**config.mk**
```make
export PLATFORM = sky130hd
export DESIGN_NAME = rom_loader_top
export DESIGN_NICKNAME = d
export VERILOG_FILES = /design/src/rtl/loader_pkg.sv /design/src/rtl/load_word_if.sv /design/src/rtl/ioctl_word_assembler.sv /design/src/rtl/load_address_mapper.sv /design/src/rtl/memory_write_dispatch.sv /design/src/rtl/rom_loader_top.sv
export VERILOG_INCLUDE_DIRS = /design/src /design/src/include
export SDC_FILE = /design/constraint.sdc
export NUM_CORES = 1
export LEC_CHECK = 0
export ABC_CLOCK_PERIOD_IN_PS = 12300
export BUFFER_PORTS_ARGS = -buffer_cell sky130_fd_sc_hd__buf_2
export CAP_MARGIN = 20
export CORE_ASPECT_RATIO = 1.1
export CORE_MARGIN = 8
export CORE_UTILIZATION = 59
export DETAILED_ROUTE_END_ITERATION = 10
export PLACE_DENSITY = 0.84
export SYNTH_ARGS = -nofsm -noshare
export SYNTH_HDL_FRONTEND = slang
export SYNTH_SLANG_ARGS = --single-unit
```
**constraint.sdc**
```tcl
create_clock -name clk_1x -period 12.3 [get_ports clk_1x]
set_input_delay 0.615 -clock clk_1x [delete_from_list [all_inputs] [get_ports clk_1x]]
set_output_delay 0.615 -clock clk_1x [all_outputs]
set_load 0.05 [all_outputs]
```
**src/include/loader_config.svh**
```systemverilog
/* Loader constants shared by RTL and testbench
   Cartridge base must stay inside the SDRAM byte address range */
`ifndef LOADER_CONFIG_SVH
`define LOADER_CONFIG_SVH

// ==============================
// Host file indices
// ==============================

// Boot ROM image
`define LOADER_INDEX_PIFROM 0
// Cartridge image
`define LOADER_INDEX_CART 1
// Only the low index bits are decoded
`define LOADER_INDEX_BITS 6

// ==============================
// Address layout
// ==============================

`define LOADER_ADDR_BITS 27
`define LOADER_PIFROM_ADDR_BITS 9
// Cartridge image sits at 8 MB in SDRAM
`define LOADER_CART_BASE 8388608

`endif

```
**src/rtl/loader_pkg.sv**
```systemverilog
/* Types for the loader pipeline
   Address widths come from the loader config header */
`default_nettype none

`include "loader_config.svh"

package loader_pkg;

	// ==============================
	// Payload types
	// ==============================

	// Host byte address or mapped write address
	typedef logic [`LOADER_ADDR_BITS-1:0] load_addr_t;

	typedef logic [31:0] load_word_t;

	typedef logic [15:0] half_word_t;

	// ==============================
	// Enums
	// ==============================

	// Where a finished word is written
	typedef enum logic [1:0] {
		TGT_NONE,
		TGT_PIFROM,
		TGT_CART
	} load_target_t;

	typedef enum logic [0:0] {
		DSP_IDLE,
		DSP_SDRAM_WAIT
	} dispatch_state_t;

endpackage

`default_nettype wire

```
**src/rtl/load_word_if.sv**
```systemverilog
/* One word between loader stages, valid/ready handshake
   Source holds valid and payload steady until ready is seen */
`timescale 1ns/10ps
`default_nettype none

interface load_word_if
	import loader_pkg::*;
();

	logic         valid;
	logic         ready;
	load_target_t target;
	load_addr_t   addr;
	load_word_t   data;

	// Producer side
	modport src (
		output valid, target, addr, data,
		input  ready
	);

	// Consumer side
	modport dst (
		input  valid, target, addr, data,
		output ready
	);

endinterface

`default_nettype wire

```
**src/rtl/ioctl_word_assembler.sv**
```systemverilog
/* Pairs host halfwords into words, low half (addr bit 1 clear) first
   Host must not pulse ioctl_wr while ioctl_wait is high */
`timescale 1ns/10ps
`default_nettype none

`include "loader_config.svh"

module ioctl_word_assembler
	import loader_pkg::*;
(
	input  wire              clk_1x,
	input  wire              reset,
	input  wire              ioctl_download,
	input  wire [7:0]        ioctl_index,
	input  wire load_addr_t  ioctl_addr,
	input  wire half_word_t  ioctl_dout,
	input  wire              ioctl_wr,
	output logic             ioctl_wait,
	output logic             cart_download,
	output logic             cart_loaded,
	load_word_if.src         out_word
);

	load_target_t index_target;
	load_target_t target_q;
	half_word_t   first_data;
	load_addr_t   first_addr;
	logic         word_pending;
	load_target_t word_target;
	load_addr_t   word_addr;
	load_word_t   word_data;
	logic         write_hit;
	logic         out_taken;

	// ==============================
	// Download target decode
	// ==============================

	always_comb begin
		index_target = TGT_NONE;
		if (ioctl_download) begin
			if (ioctl_index[`LOADER_INDEX_BITS-1:0] ==
					`LOADER_INDEX_BITS'(`LOADER_INDEX_PIFROM))
				index_target = TGT_PIFROM;
			else if (ioctl_index[`LOADER_INDEX_BITS-1:0] ==
					`LOADER_INDEX_BITS'(`LOADER_INDEX_CART))
				index_target = TGT_CART;
		end
	end

	// Decode lags ioctl_download by one cycle
	always_ff @(posedge clk_1x) begin
		if (reset) begin
			target_q    <= TGT_NONE;
			cart_loaded <= 1'b0;
		end else begin
			target_q <= index_target;
			// Sticky until reset
			if (target_q == TGT_CART)
				cart_loaded <= 1'b1;
		end
	end

	assign cart_download = (target_q == TGT_CART);

	// ==============================
	// Halfword pairing
	// ==============================

	// Writes for unknown indices are dropped here
	assign write_hit = ioctl_wr && (target_q != TGT_NONE);
	assign out_taken = word_pending && out_word.ready;

	always_ff @(posedge clk_1x) begin
		if (reset)
			word_pending <= 1'b0;
		else if (write_hit && ioctl_addr[1])
			word_pending <= 1'b1;
		else if (out_taken)
			word_pending <= 1'b0;
	end

	always_ff @(posedge clk_1x) begin
		if (write_hit && !ioctl_addr[1]) begin
			first_data <= ioctl_dout;
			first_addr <= ioctl_addr;
		end
		// Lone second half reuses the last stored first half
		if (write_hit && ioctl_addr[1]) begin
			word_target <= target_q;
			word_addr   <= first_addr;
			word_data   <= {ioctl_dout, first_data};
		end
	end

	assign out_word.valid  = word_pending;
	assign out_word.target = word_target;
	assign out_word.addr   = word_addr;
	assign out_word.data   = word_data;

	// Stall host while the output word is held
	assign ioctl_wait = word_pending;

	host_honors_wait_a: assert property (@(posedge clk_1x) disable iff (reset)
		ioctl_wait |-> !ioctl_wr);

endmodule

`default_nettype wire

```
**src/rtl/load_address_mapper.sv**
```systemverilog
/* One-entry pipeline stage that applies each target's byte order and address rule
   Boot ROM address is the word index and cartridge address is offset by the base */
`timescale 1ns/10ps
`default_nettype none

`include "loader_config.svh"

module load_address_mapper
	import loader_pkg::*;
(
	input  wire       clk_1x,
	input  wire       reset,
	load_word_if.dst  in_word,
	load_word_if.src  out_word
);

	logic         valid_q;
	load_target_t target_q;
	load_addr_t   addr_q;
	load_word_t   data_q;
	load_addr_t   mapped_addr;
	load_word_t   mapped_data;
	logic         in_fire;
	logic         out_fire;

	assign out_fire      = valid_q && out_word.ready;
	assign in_word.ready = !valid_q || out_word.ready;
	assign in_fire       = in_word.valid && in_word.ready;

	// ==============================
	// Mapping rules
	// ==============================

	always_comb begin
		mapped_addr = in_word.addr;
		mapped_data = in_word.data;
		case (in_word.target)
			TGT_PIFROM: begin
				mapped_addr = load_addr_t'(in_word.addr[`LOADER_PIFROM_ADDR_BITS+1:2]);
				// Byte swap inside each halfword
				mapped_data = {in_word.data[23:16], in_word.data[31:24],
					in_word.data[7:0], in_word.data[15:8]};
			end
			TGT_CART: begin
				mapped_addr = in_word.addr + load_addr_t'(`LOADER_CART_BASE);
			end
			default: begin
				mapped_addr = in_word.addr;
			end
		endcase
	end

	// ==============================
	// Pipeline register
	// ==============================

	always_ff @(posedge clk_1x) begin
		if (reset)
			valid_q <= 1'b0;
		else if (in_fire)
			valid_q <= 1'b1;
		else if (out_fire)
			valid_q <= 1'b0;
	end

	always_ff @(posedge clk_1x) begin
		if (in_fire) begin
			target_q <= in_word.target;
			addr_q   <= mapped_addr;
			data_q   <= mapped_data;
		end
	end

	assign out_word.valid  = valid_q;
	assign out_word.target = target_q;
	assign out_word.addr   = addr_q;
	assign out_word.data   = data_q;

	// Upstream word must hold steady until this stage takes it
	stall_holds_payload_a: assert property (@(posedge clk_1x) disable iff (reset)
		in_word.valid && !in_word.ready |=> in_word.valid && $stable(in_word.target)
			&& $stable(in_word.addr) && $stable(in_word.data));

endmodule

`default_nettype wire

```
**src/rtl/memory_write_dispatch.sv**
```systemverilog
/* Writes mapped words to the boot ROM port or the SDRAM channel
   One SDRAM write outstanding, sdram_ready must come at least a cycle after sdram_req */
`timescale 1ns/10ps
`default_nettype none

`include "loader_config.svh"

module memory_write_dispatch
	import loader_pkg::*;
(
	input  wire                                  clk_1x,
	input  wire                                  reset,
	load_word_if.dst                             in_word,
	output logic                                 pifrom_wren,
	output logic [`LOADER_PIFROM_ADDR_BITS-1:0]  pifrom_wraddress,
	output load_word_t                           pifrom_wrdata,
	output logic                                 sdram_req,
	output load_addr_t                           sdram_addr,
	output load_word_t                           sdram_data,
	input  wire                                  sdram_ready
);

	dispatch_state_t state;
	logic            accept;
	logic            accept_pifrom;
	logic            accept_cart;

	// Boot ROM never stalls, so only an SDRAM write blocks input
	assign in_word.ready = (state == DSP_IDLE);
	assign accept        = in_word.valid && in_word.ready;
	assign accept_pifrom = accept && (in_word.target == TGT_PIFROM);
	assign accept_cart   = accept && (in_word.target == TGT_CART);

	// ==============================
	// Control
	// ==============================

	always_ff @(posedge clk_1x) begin
		if (reset) begin
			state       <= DSP_IDLE;
			pifrom_wren <= 1'b0;
			sdram_req   <= 1'b0;
		end else begin
			// Both strobes are single-cycle pulses
			pifrom_wren <= accept_pifrom;
			sdram_req   <= accept_cart;
			case (state)
				DSP_IDLE: begin
					if (accept_cart)
						state <= DSP_SDRAM_WAIT;
				end
				DSP_SDRAM_WAIT: begin
					if (sdram_ready)
						state <= DSP_IDLE;
				end
				default: begin
					state <= DSP_IDLE;
				end
			endcase
		end
	end

	// ==============================
	// Write payload
	// ==============================

	always_ff @(posedge clk_1x) begin
		if (accept_pifrom) begin
			pifrom_wraddress <= in_word.addr[`LOADER_PIFROM_ADDR_BITS-1:0];
			pifrom_wrdata    <= in_word.data;
		end
		// Held through the wait state
		if (accept_cart) begin
			sdram_addr <= in_word.addr;
			sdram_data <= in_word.data;
		end
	end

	// New request only ever leaves the idle state
	req_from_idle_a: assert property (@(posedge clk_1x) disable iff (reset)
		sdram_req |-> $past(state) == DSP_IDLE);

	// Ready must close an outstanding write, never the request cycle itself
	ready_in_wait_a: assert property (@(posedge clk_1x) disable iff (reset)
		sdram_ready |-> state == DSP_SDRAM_WAIT && !sdram_req);

endmodule

`default_nettype wire

```
**src/rtl/rom_loader_top.sv**
```systemverilog
/* Boot ROM and cartridge loader, assembler then mapper then dispatch
   Empty pipeline latency is 3 cycles from second halfword to write strobe */
`timescale 1ns/10ps
`default_nettype none

`include "loader_config.svh"

module rom_loader_top
	import loader_pkg::*;
(
	input  wire                                  clk_1x,
	input  wire                                  reset,
	// Host loader
	input  wire                                  ioctl_download,
	input  wire [7:0]                            ioctl_index,
	input  wire load_addr_t                      ioctl_addr,
	input  wire half_word_t                      ioctl_dout,
	input  wire                                  ioctl_wr,
	output logic                                 ioctl_wait,
	// Boot ROM write port
	output logic                                 pifrom_wren,
	output logic [`LOADER_PIFROM_ADDR_BITS-1:0]  pifrom_wraddress,
	output load_word_t                           pifrom_wrdata,
	// SDRAM write channel
	output logic                                 sdram_req,
	output load_addr_t                           sdram_addr,
	output load_word_t                           sdram_data,
	input  wire                                  sdram_ready,
	// Status
	output logic                                 cart_download,
	output logic                                 cart_loaded
);

	load_word_if asm_to_map ();
	load_word_if map_to_dsp ();

	ioctl_word_assembler i_assembler (
		.clk_1x         (clk_1x),
		.reset          (reset),
		.ioctl_download (ioctl_download),
		.ioctl_index    (ioctl_index),
		.ioctl_addr     (ioctl_addr),
		.ioctl_dout     (ioctl_dout),
		.ioctl_wr       (ioctl_wr),
		.ioctl_wait     (ioctl_wait),
		.cart_download  (cart_download),
		.cart_loaded    (cart_loaded),
		.out_word       (asm_to_map.src)
	);

	load_address_mapper i_mapper (
		.clk_1x   (clk_1x),
		.reset    (reset),
		.in_word  (asm_to_map.dst),
		.out_word (map_to_dsp.src)
	);

	memory_write_dispatch i_dispatch (
		.clk_1x           (clk_1x),
		.reset            (reset),
		.in_word          (map_to_dsp.dst),
		.pifrom_wren      (pifrom_wren),
		.pifrom_wraddress (pifrom_wraddress),
		.pifrom_wrdata    (pifrom_wrdata),
		.sdram_req        (sdram_req),
		.sdram_addr       (sdram_addr),
		.sdram_data       (sdram_data),
		.sdram_ready      (sdram_ready)
	);

endmodule

`default_nettype wire

```
== Word-level counts from Yosys, hierarchy flattened ==
Cells that the tools add are included.
Widths: inputs -> output; s select.

* Register bits: 273
* Latch bits: 0
* Memory bits (writable): 0
* Bits in read-only memories: 0
* Input port bits: 56
* Output and inout bits: 105
* Logic and storage cells: 56
* Memories kept: 0

* Add/subtract/negate cells: 1
* Multiply operators: 0
* Divide/modulo/power cells: 0
* $lt $le $gt $ge: 0
* Eq/ne operators: 6
* Shift-type cells: 0
* Mux-type cells: 11
* Bitwise gates (word level): 2
* Reductions and logical operators: 16

{| class="wikitable"
|+ Operators with widths
! operator !! count
|-
| $pmux 27 s2 || 1
|-
| $mux 32 || 1
|-
| $add 27x24->27 const B || 1
|-
| $logic_and 1x1->1 || 7
|-
| $mux 1 || 7
|-
| $eq 2x2->1 const B || 3
|-
| $eq 6x1->1 const B || 1
|-
| $logic_not 6->1 || 1
|-
| $reduce_bool 2->1 || 3
|-
| $eq 2x1->1 const B || 2
|-
| $reduce_or 3->1 || 1
|-
| $logic_not 1->1 || 2
|-
| $mux 2 || 1
|-
| $not 1->1 || 2
|-
| $pmux 1 s2 || 1
|-
| $reduce_or 2->1 || 1
|-
| $logic_or 1x1->1 || 1
|}

== Logic depth before layout (Yosys ltp) ==
* Depth in word-level cells: 5
* Gate-level depth with buffers: 6
* Mapped depth without buffers: 5

== Cells and area by module ==
A second synthesis with hierarchy kept.

* Cell total of the unflattened synthesis: 388
* Area, all modules: 9042.4 um2

{| class="wikitable"
|+ By module, submodules not included
! module !! instances !! cells an instance !! area an instance (um2)
|-
| ioctl_word_assembler || 1 || 121 || 3291.9
|-
| memory_write_dispatch || 1 || 114 || 3133.0
|-
| load_address_mapper || 1 || 153 || 2617.5
|}

== Worst setup path after synthesis ==
OpenSTA, ideal clock, no wires.

* Path kind: reg2reg
* Start point: reg i_assembler.word_pending (netlist: i_assembler.ioctl_wait)
* End point: reg i_mapper.addr_q[0] (netlist: i_mapper.out_word.addr[0]) (enable)
* Library setup time: 0.573 ns
* Arrival: 5.164 ns
* Data required time: 11.727 ns
* Slack: 6.562 ns
* Cell stages (with the launch flop): 2
* Period minus slack after synthesis: 5.738 ns
* Cell sequence: dfxtp_1 > a21boi_0

* Cells in the longest elaborated chain, start to end: 1

{| class="wikitable"
|+ Ends and longest elaborated chain
! element !! line !! source
|-
| start, declared || ioctl_word_assembler.sv:28 || <nowiki>logic word_pending;</nowiki>
|-
| start signal, assigned || ioctl_word_assembler.sv:76 || <nowiki>word_pending <= 1'b0;</nowiki>
|-
| start signal, assigned || ioctl_word_assembler.sv:78 || <nowiki>word_pending <= 1'b1;</nowiki>
|-
| start signal, assigned || ioctl_word_assembler.sv:80 || <nowiki>word_pending <= 1'b0;</nowiki>
|-
| $logic_and 1x1->1 || -- ||
|-
| via i_assembler.out_taken || ioctl_word_assembler.sv:33 || <nowiki>logic out_taken;</nowiki>
|-
| end signal, assigned || load_address_mapper.sv:69 || <nowiki>addr_q <= mapped_addr;</nowiki>
|-
| end, declared || load_address_mapper.sv:19 || <nowiki>load_addr_t addr_q;</nowiki>
|}

The timed path passes the listed nets, and every way through them passes these cells.
A chain may end at the register's enable or synchronous reset.

== Worst setup path after layout ==
* Start point: reg i_assembler.word_target[1] (netlist: i_assembler.out_word.target[1])
* End point: reg i_mapper.addr_q[3] (netlist: i_mapper.out_word.addr[3]) (data pin)

* Cells in the longest elaborated chain, start to end: 2
* Elaborated cells between the ends (all ways): 3

{| class="wikitable"
|+ Ends and longest elaborated chain
! element !! line !! source
|-
| start, declared || ioctl_word_assembler.sv:29 || <nowiki>load_target_t word_target;</nowiki>
|-
| start signal, assigned || ioctl_word_assembler.sv:90 || <nowiki>word_target <= target_q;</nowiki>
|-
| $eq 2x2->1 / $eq 2x1->1 (equally long branches) || load_address_mapper.sv:37 || <nowiki>case (in_word.target)</nowiki>
|-
| $pmux 27 s2 (*) || load_address_mapper.sv:37 ||
|-
| via i_mapper.mapped_addr[3] || load_address_mapper.sv:21 || <nowiki>load_addr_t mapped_addr;</nowiki>
|}

Mark *: on every way through the listed nets, which the timed path passes. The rest lies on a longest branch.

==> summary.md <==
- finished, final reports clean — outcome
- met4 — highest routed layer
- 0.00742 ns — Worst Skew
- 0.905 — sequential area share after synthesis
- 0 — count of warnings emitted by yosys
- 9940 um — final HPWL from detailed placement
- 1.76 mW — overall power of the completed layout
- i_assembler.out_word.target[1] — start of the worst register-to-register path
- i_mapper.out_word.addr[3] — endpoint of the worst register-to-register path
- sky130_fd_sc_hd__clkbuf_16 — clock root buffer
- 4 — TritonRoute pass-1 iters
- ioctl_index[0] — Min-Delay Startpoint
- 5300 um — detailed-route wire length on metal 1
- 47 — number of rows in the core area
- 294 uW — sw power
- 0 — aggregate global routing overflow
- 0 — hold-fix buffer count after cts
- 0 — number of slew-limit violations in the final report
- 0.184 — fraction of the cycle the final worst path needs
- 381 — post-synthesis cell count
- 12.65 ns — Worst EP required
- 14,900 um — Post-Route WL
- 0.598 — initial core utilization
- 0 — number of setup violations in the final report
- register — sort of element at the start of the critical path
- 22,400 um — global-route wire length before repair
- 265 — Post-synth EDFFs
- sky130_fd_sc_hd__edfxtp_1 — Synth Flop Type
- 26 — number of distinct library cells after synthesis
- 0.283 ns — hold slack
- 10.04 ns — setup slack of the worst register-to-register path
- 0.420 — clock share of power
- 2 — depth of the worst hold-timing path
- 273 — clock sink total
- 8970 sq um — synthesized cell area
- 0 — max-cap check violation count
- register — type of element capturing the critical path
- sky130_fd_sc_hd__edfxtp_1 — Yosys top cell by area
- 1 — initial antenna violation count
- 0 — share of flip-flops with an asynchronous set or reset after synthesis
- 0.167 — switch share
- 0.887 — share of Yosys cell area claimed by the top area cell type
- 0.405 — layout cell share with drive strength beyond 1
- 0 — Final Hold Fails
- 10.04 ns — post-layout worst setup margin
- 1090 um — amount of wire on met3 after detailed routing
- 47 — largest net degree at the start of global routing
- 0.763 — final RePlAce weighted congestion
- 0.006 — Logic pwr share
- 9.77 ns — worst-case setup slack after placement
- 33 — top fanout value on the critical path
- 0 — Residual DRC
- 7900 um — DR WL met2
- 1 — CTS H-tree depth
- 19.2 um — mean routed wirelength per cell
- 134 um — die width
- 273 — flip-flop and latch count after synthesis
- 4,005 — Via Count
- 0.000116 V — Max IR drop VDD
- sky130_fd_sc_hd__edfxtp_1, sky130_fd_sc_hd__mux2_2, sky130_fd_sc_hd__dfxtp_1, sky130_fd_sc_hd__and2_1, sky130_fd_sc_hd__a22o_1 — top cells by area, synth
- 0.573 — sequential group share of total power
- 0.443 GHz — highest achievable clock rate
- 3.81 nW — Leak Pwr
- 24 — cts bufs inserted
- 20.8% — signed area change from the synthesized netlist to the final layout
- 4,173 — number of global-route vias before repair
- 1.47 mW — internal power
- 0.50 ns — clock latency on the worst-skew pair
- 0.435 — relative max-transition margin
- 5.17 — via/cell ratio
- 15,000 sq um — placeable core area
- register to register — crit path kind
- no — unrepaired setup endpoints after global routing
- 0 — post-CTS repair timing setup buffer count
- 621 — final net count
- input port to register — class of the worst hold path
- 2.61 ns — arrival time of the worst setup path
- 145 um — die height
- 0 — number of nets still failing antenna checks after routing
- 2.26 ns — post-layout minimum cycle time
- 0 ns — accumulated negative setup slack
- 0 — # resized after CTS
- done — CTS tree
- 23.5 sq um — post-synthesis average cell area
- 0.848 ns — transition at the pin with the smallest max-transition slack
- 0.148 — GRT Resource Usage Total
- 162 nW/um^2 — PwrDens
- 440 — Syn Nets
- 3 — maximum number of buffers from clock root to sink
- 295 — number of design-rule violations left by the first detailed-router iteration
- 4 — cell depth of the worst flop-to-flop path
- 0.06 ns — clk slew on worst S/H paths
- 158 — buffers added on ports
- 19,400 sq um — area enclosed by the die boundary
- i_assembler.target_q[0] — sink of the worst hold path
- 161 — number of primary I/O pins
[layer usage]
layer / GRT usage / up-vias
li1: - / 1866
met1: 0.154 / 1956
met2: 0.270 / 141
met3: 0.0383 / 42
met4: 0.0725 / 0
met5: 0 / -
[metrics by stage]
step	util	cell area, sq um	instances
after detailed placement	0.667	10000	731
after CTS	0.721	10800	773
after global placement	0.667	10000	731
final	0.723	10800	775
after global routing	0.723	10800	775
after floorplan	-	8970	381
[area by class of cell]
type | instances | area (sq um)
antenna | 1 | 2.50
clock buffer | 34 | 689
clock inverter | 8 | 110
fill | 865 | 4160
inverter | 5 | 18.8
multi-input combinational | 95 | 806
sequential | 273 | 8120
tap | 196 | 245
timing repair buffer | 163 | 848
[cells in the final DEF (no fill, tap or decap), types with 3 or more instances in the layout]
| master | count |
|---|---|
| sky130_fd_sc_hd__a22o_1 | 9 |
| sky130_fd_sc_hd__nor2b_1 | 4 |
| sky130_fd_sc_hd__edfxtp_1 | 265 |
| sky130_fd_sc_hd__o21ai_0 | 4 |
| sky130_fd_sc_hd__buf_4 | 4 |
| sky130_fd_sc_hd__bufinv_16 | 3 |
| sky130_fd_sc_hd__clkbuf_1 | 6 |
| sky130_fd_sc_hd__buf_2 | 158 |
| sky130_fd_sc_hd__clkbuf_8 | 3 |
| sky130_fd_sc_hd__and2_1 | 14 |
| sky130_fd_sc_hd__dfxtp_1 | 8 |
| sky130_fd_sc_hd__clkinv_1 | 4 |
| sky130_fd_sc_hd__mux2_2 | 32 |
| sky130_fd_sc_hd__nor2_1 | 5 |
| sky130_fd_sc_hd__nand2_1 | 5 |
| sky130_fd_sc_hd__clkbuf_16 | 25 |
| sky130_fd_sc_hd__inv_1 | 4 |
[critical path, stage by stage (launching register included)]
cell and delay [ns]:
sky130_fd_sc_hd__edfxtp_1 0.41, sky130_fd_sc_hd__inv_1 0.08, sky130_fd_sc_hd__ha_2 0.73, sky130_fd_sc_hd__nor2b_1 0.60, sky130_fd_sc_hd__a22o_1 0.28
[power groups by stage]
stage / registers, mW / logic (mW) / clock network (mW)
after floorplan: 1.03 / 0.000888 / 0
after global placement: 1.03 / 0.0103 / 0
after detailed placement: 1.03 / 0.0112 / 0
after CTS: 1.01 / 0.0113 / 0.754
after global routing: 1.01 / 0.0121 / 0.788
final: 1.01 / 0.0113 / 0.740
[logic make-up after synthesis]
logic type | share of synthesized area
mux | 0.0402
compound gates | 0.0159
simple gates | 0.0264
fa+ha+maj | 0.00418
flops | 0.905
buf+inv | 0.00865
[registers in the layout (all words and copies together) (netlist names), 27 cells and up]
register / cells
i_assembler.out_word.data: 32
i_dispatch.pifrom_wrdata: 32
i_dispatch.sdram_data: 32
i_mapper.out_word.data: 32
i_assembler.first_addr: 27
i_assembler.out_word.addr: 27
i_dispatch.sdram_addr: 27
i_mapper.out_word.addr: 27
[cells in the mapped netlist (3+ instances only)]
cell                       number
sky130_fd_sc_hd__nor2b_1        4
sky130_fd_sc_hd__o21ai_0        4
sky130_fd_sc_hd__dfxtp_1        8
sky130_fd_sc_hd__and2_1        14
sky130_fd_sc_hd__buf_6          3
sky130_fd_sc_hd__ha_1           3
sky130_fd_sc_hd__edfxtp_1     265
sky130_fd_sc_hd__buf_2          5
sky130_fd_sc_hd__nor2_1         7
sky130_fd_sc_hd__a22o_1         9
sky130_fd_sc_hd__nand2_1        5
sky130_fd_sc_hd__inv_1          5
sky130_fd_sc_hd__mux2_2        32
[worst max path at each step]
| stage | slack (ns) | end | cells past startpoint | from |
|---|---|---|---|---|
| global route | 9.89 | i_mapper.out_word.addr[3] | 4 | i_assembler.out_word.target[1] |
| CTS | 10.06 | i_mapper.out_word.addr[3] | 4 | i_assembler.out_word.target[1] |
| finish | 10.04 | i_mapper.out_word.addr[3] | 4 | i_assembler.out_word.target[1] |
| floorplan | 6.56 | i_mapper.out_word.addr[0] | 1 | i_assembler.ioctl_wait |
| global placement | 9.86 | i_assembler.out_word.data[20] | 4 | ioctl_wr |
| detailed placement | 9.77 | i_assembler.out_word.data[28] | 4 | ioctl_wr |
No activity file was read; power rests on OpenSTA's default activity.
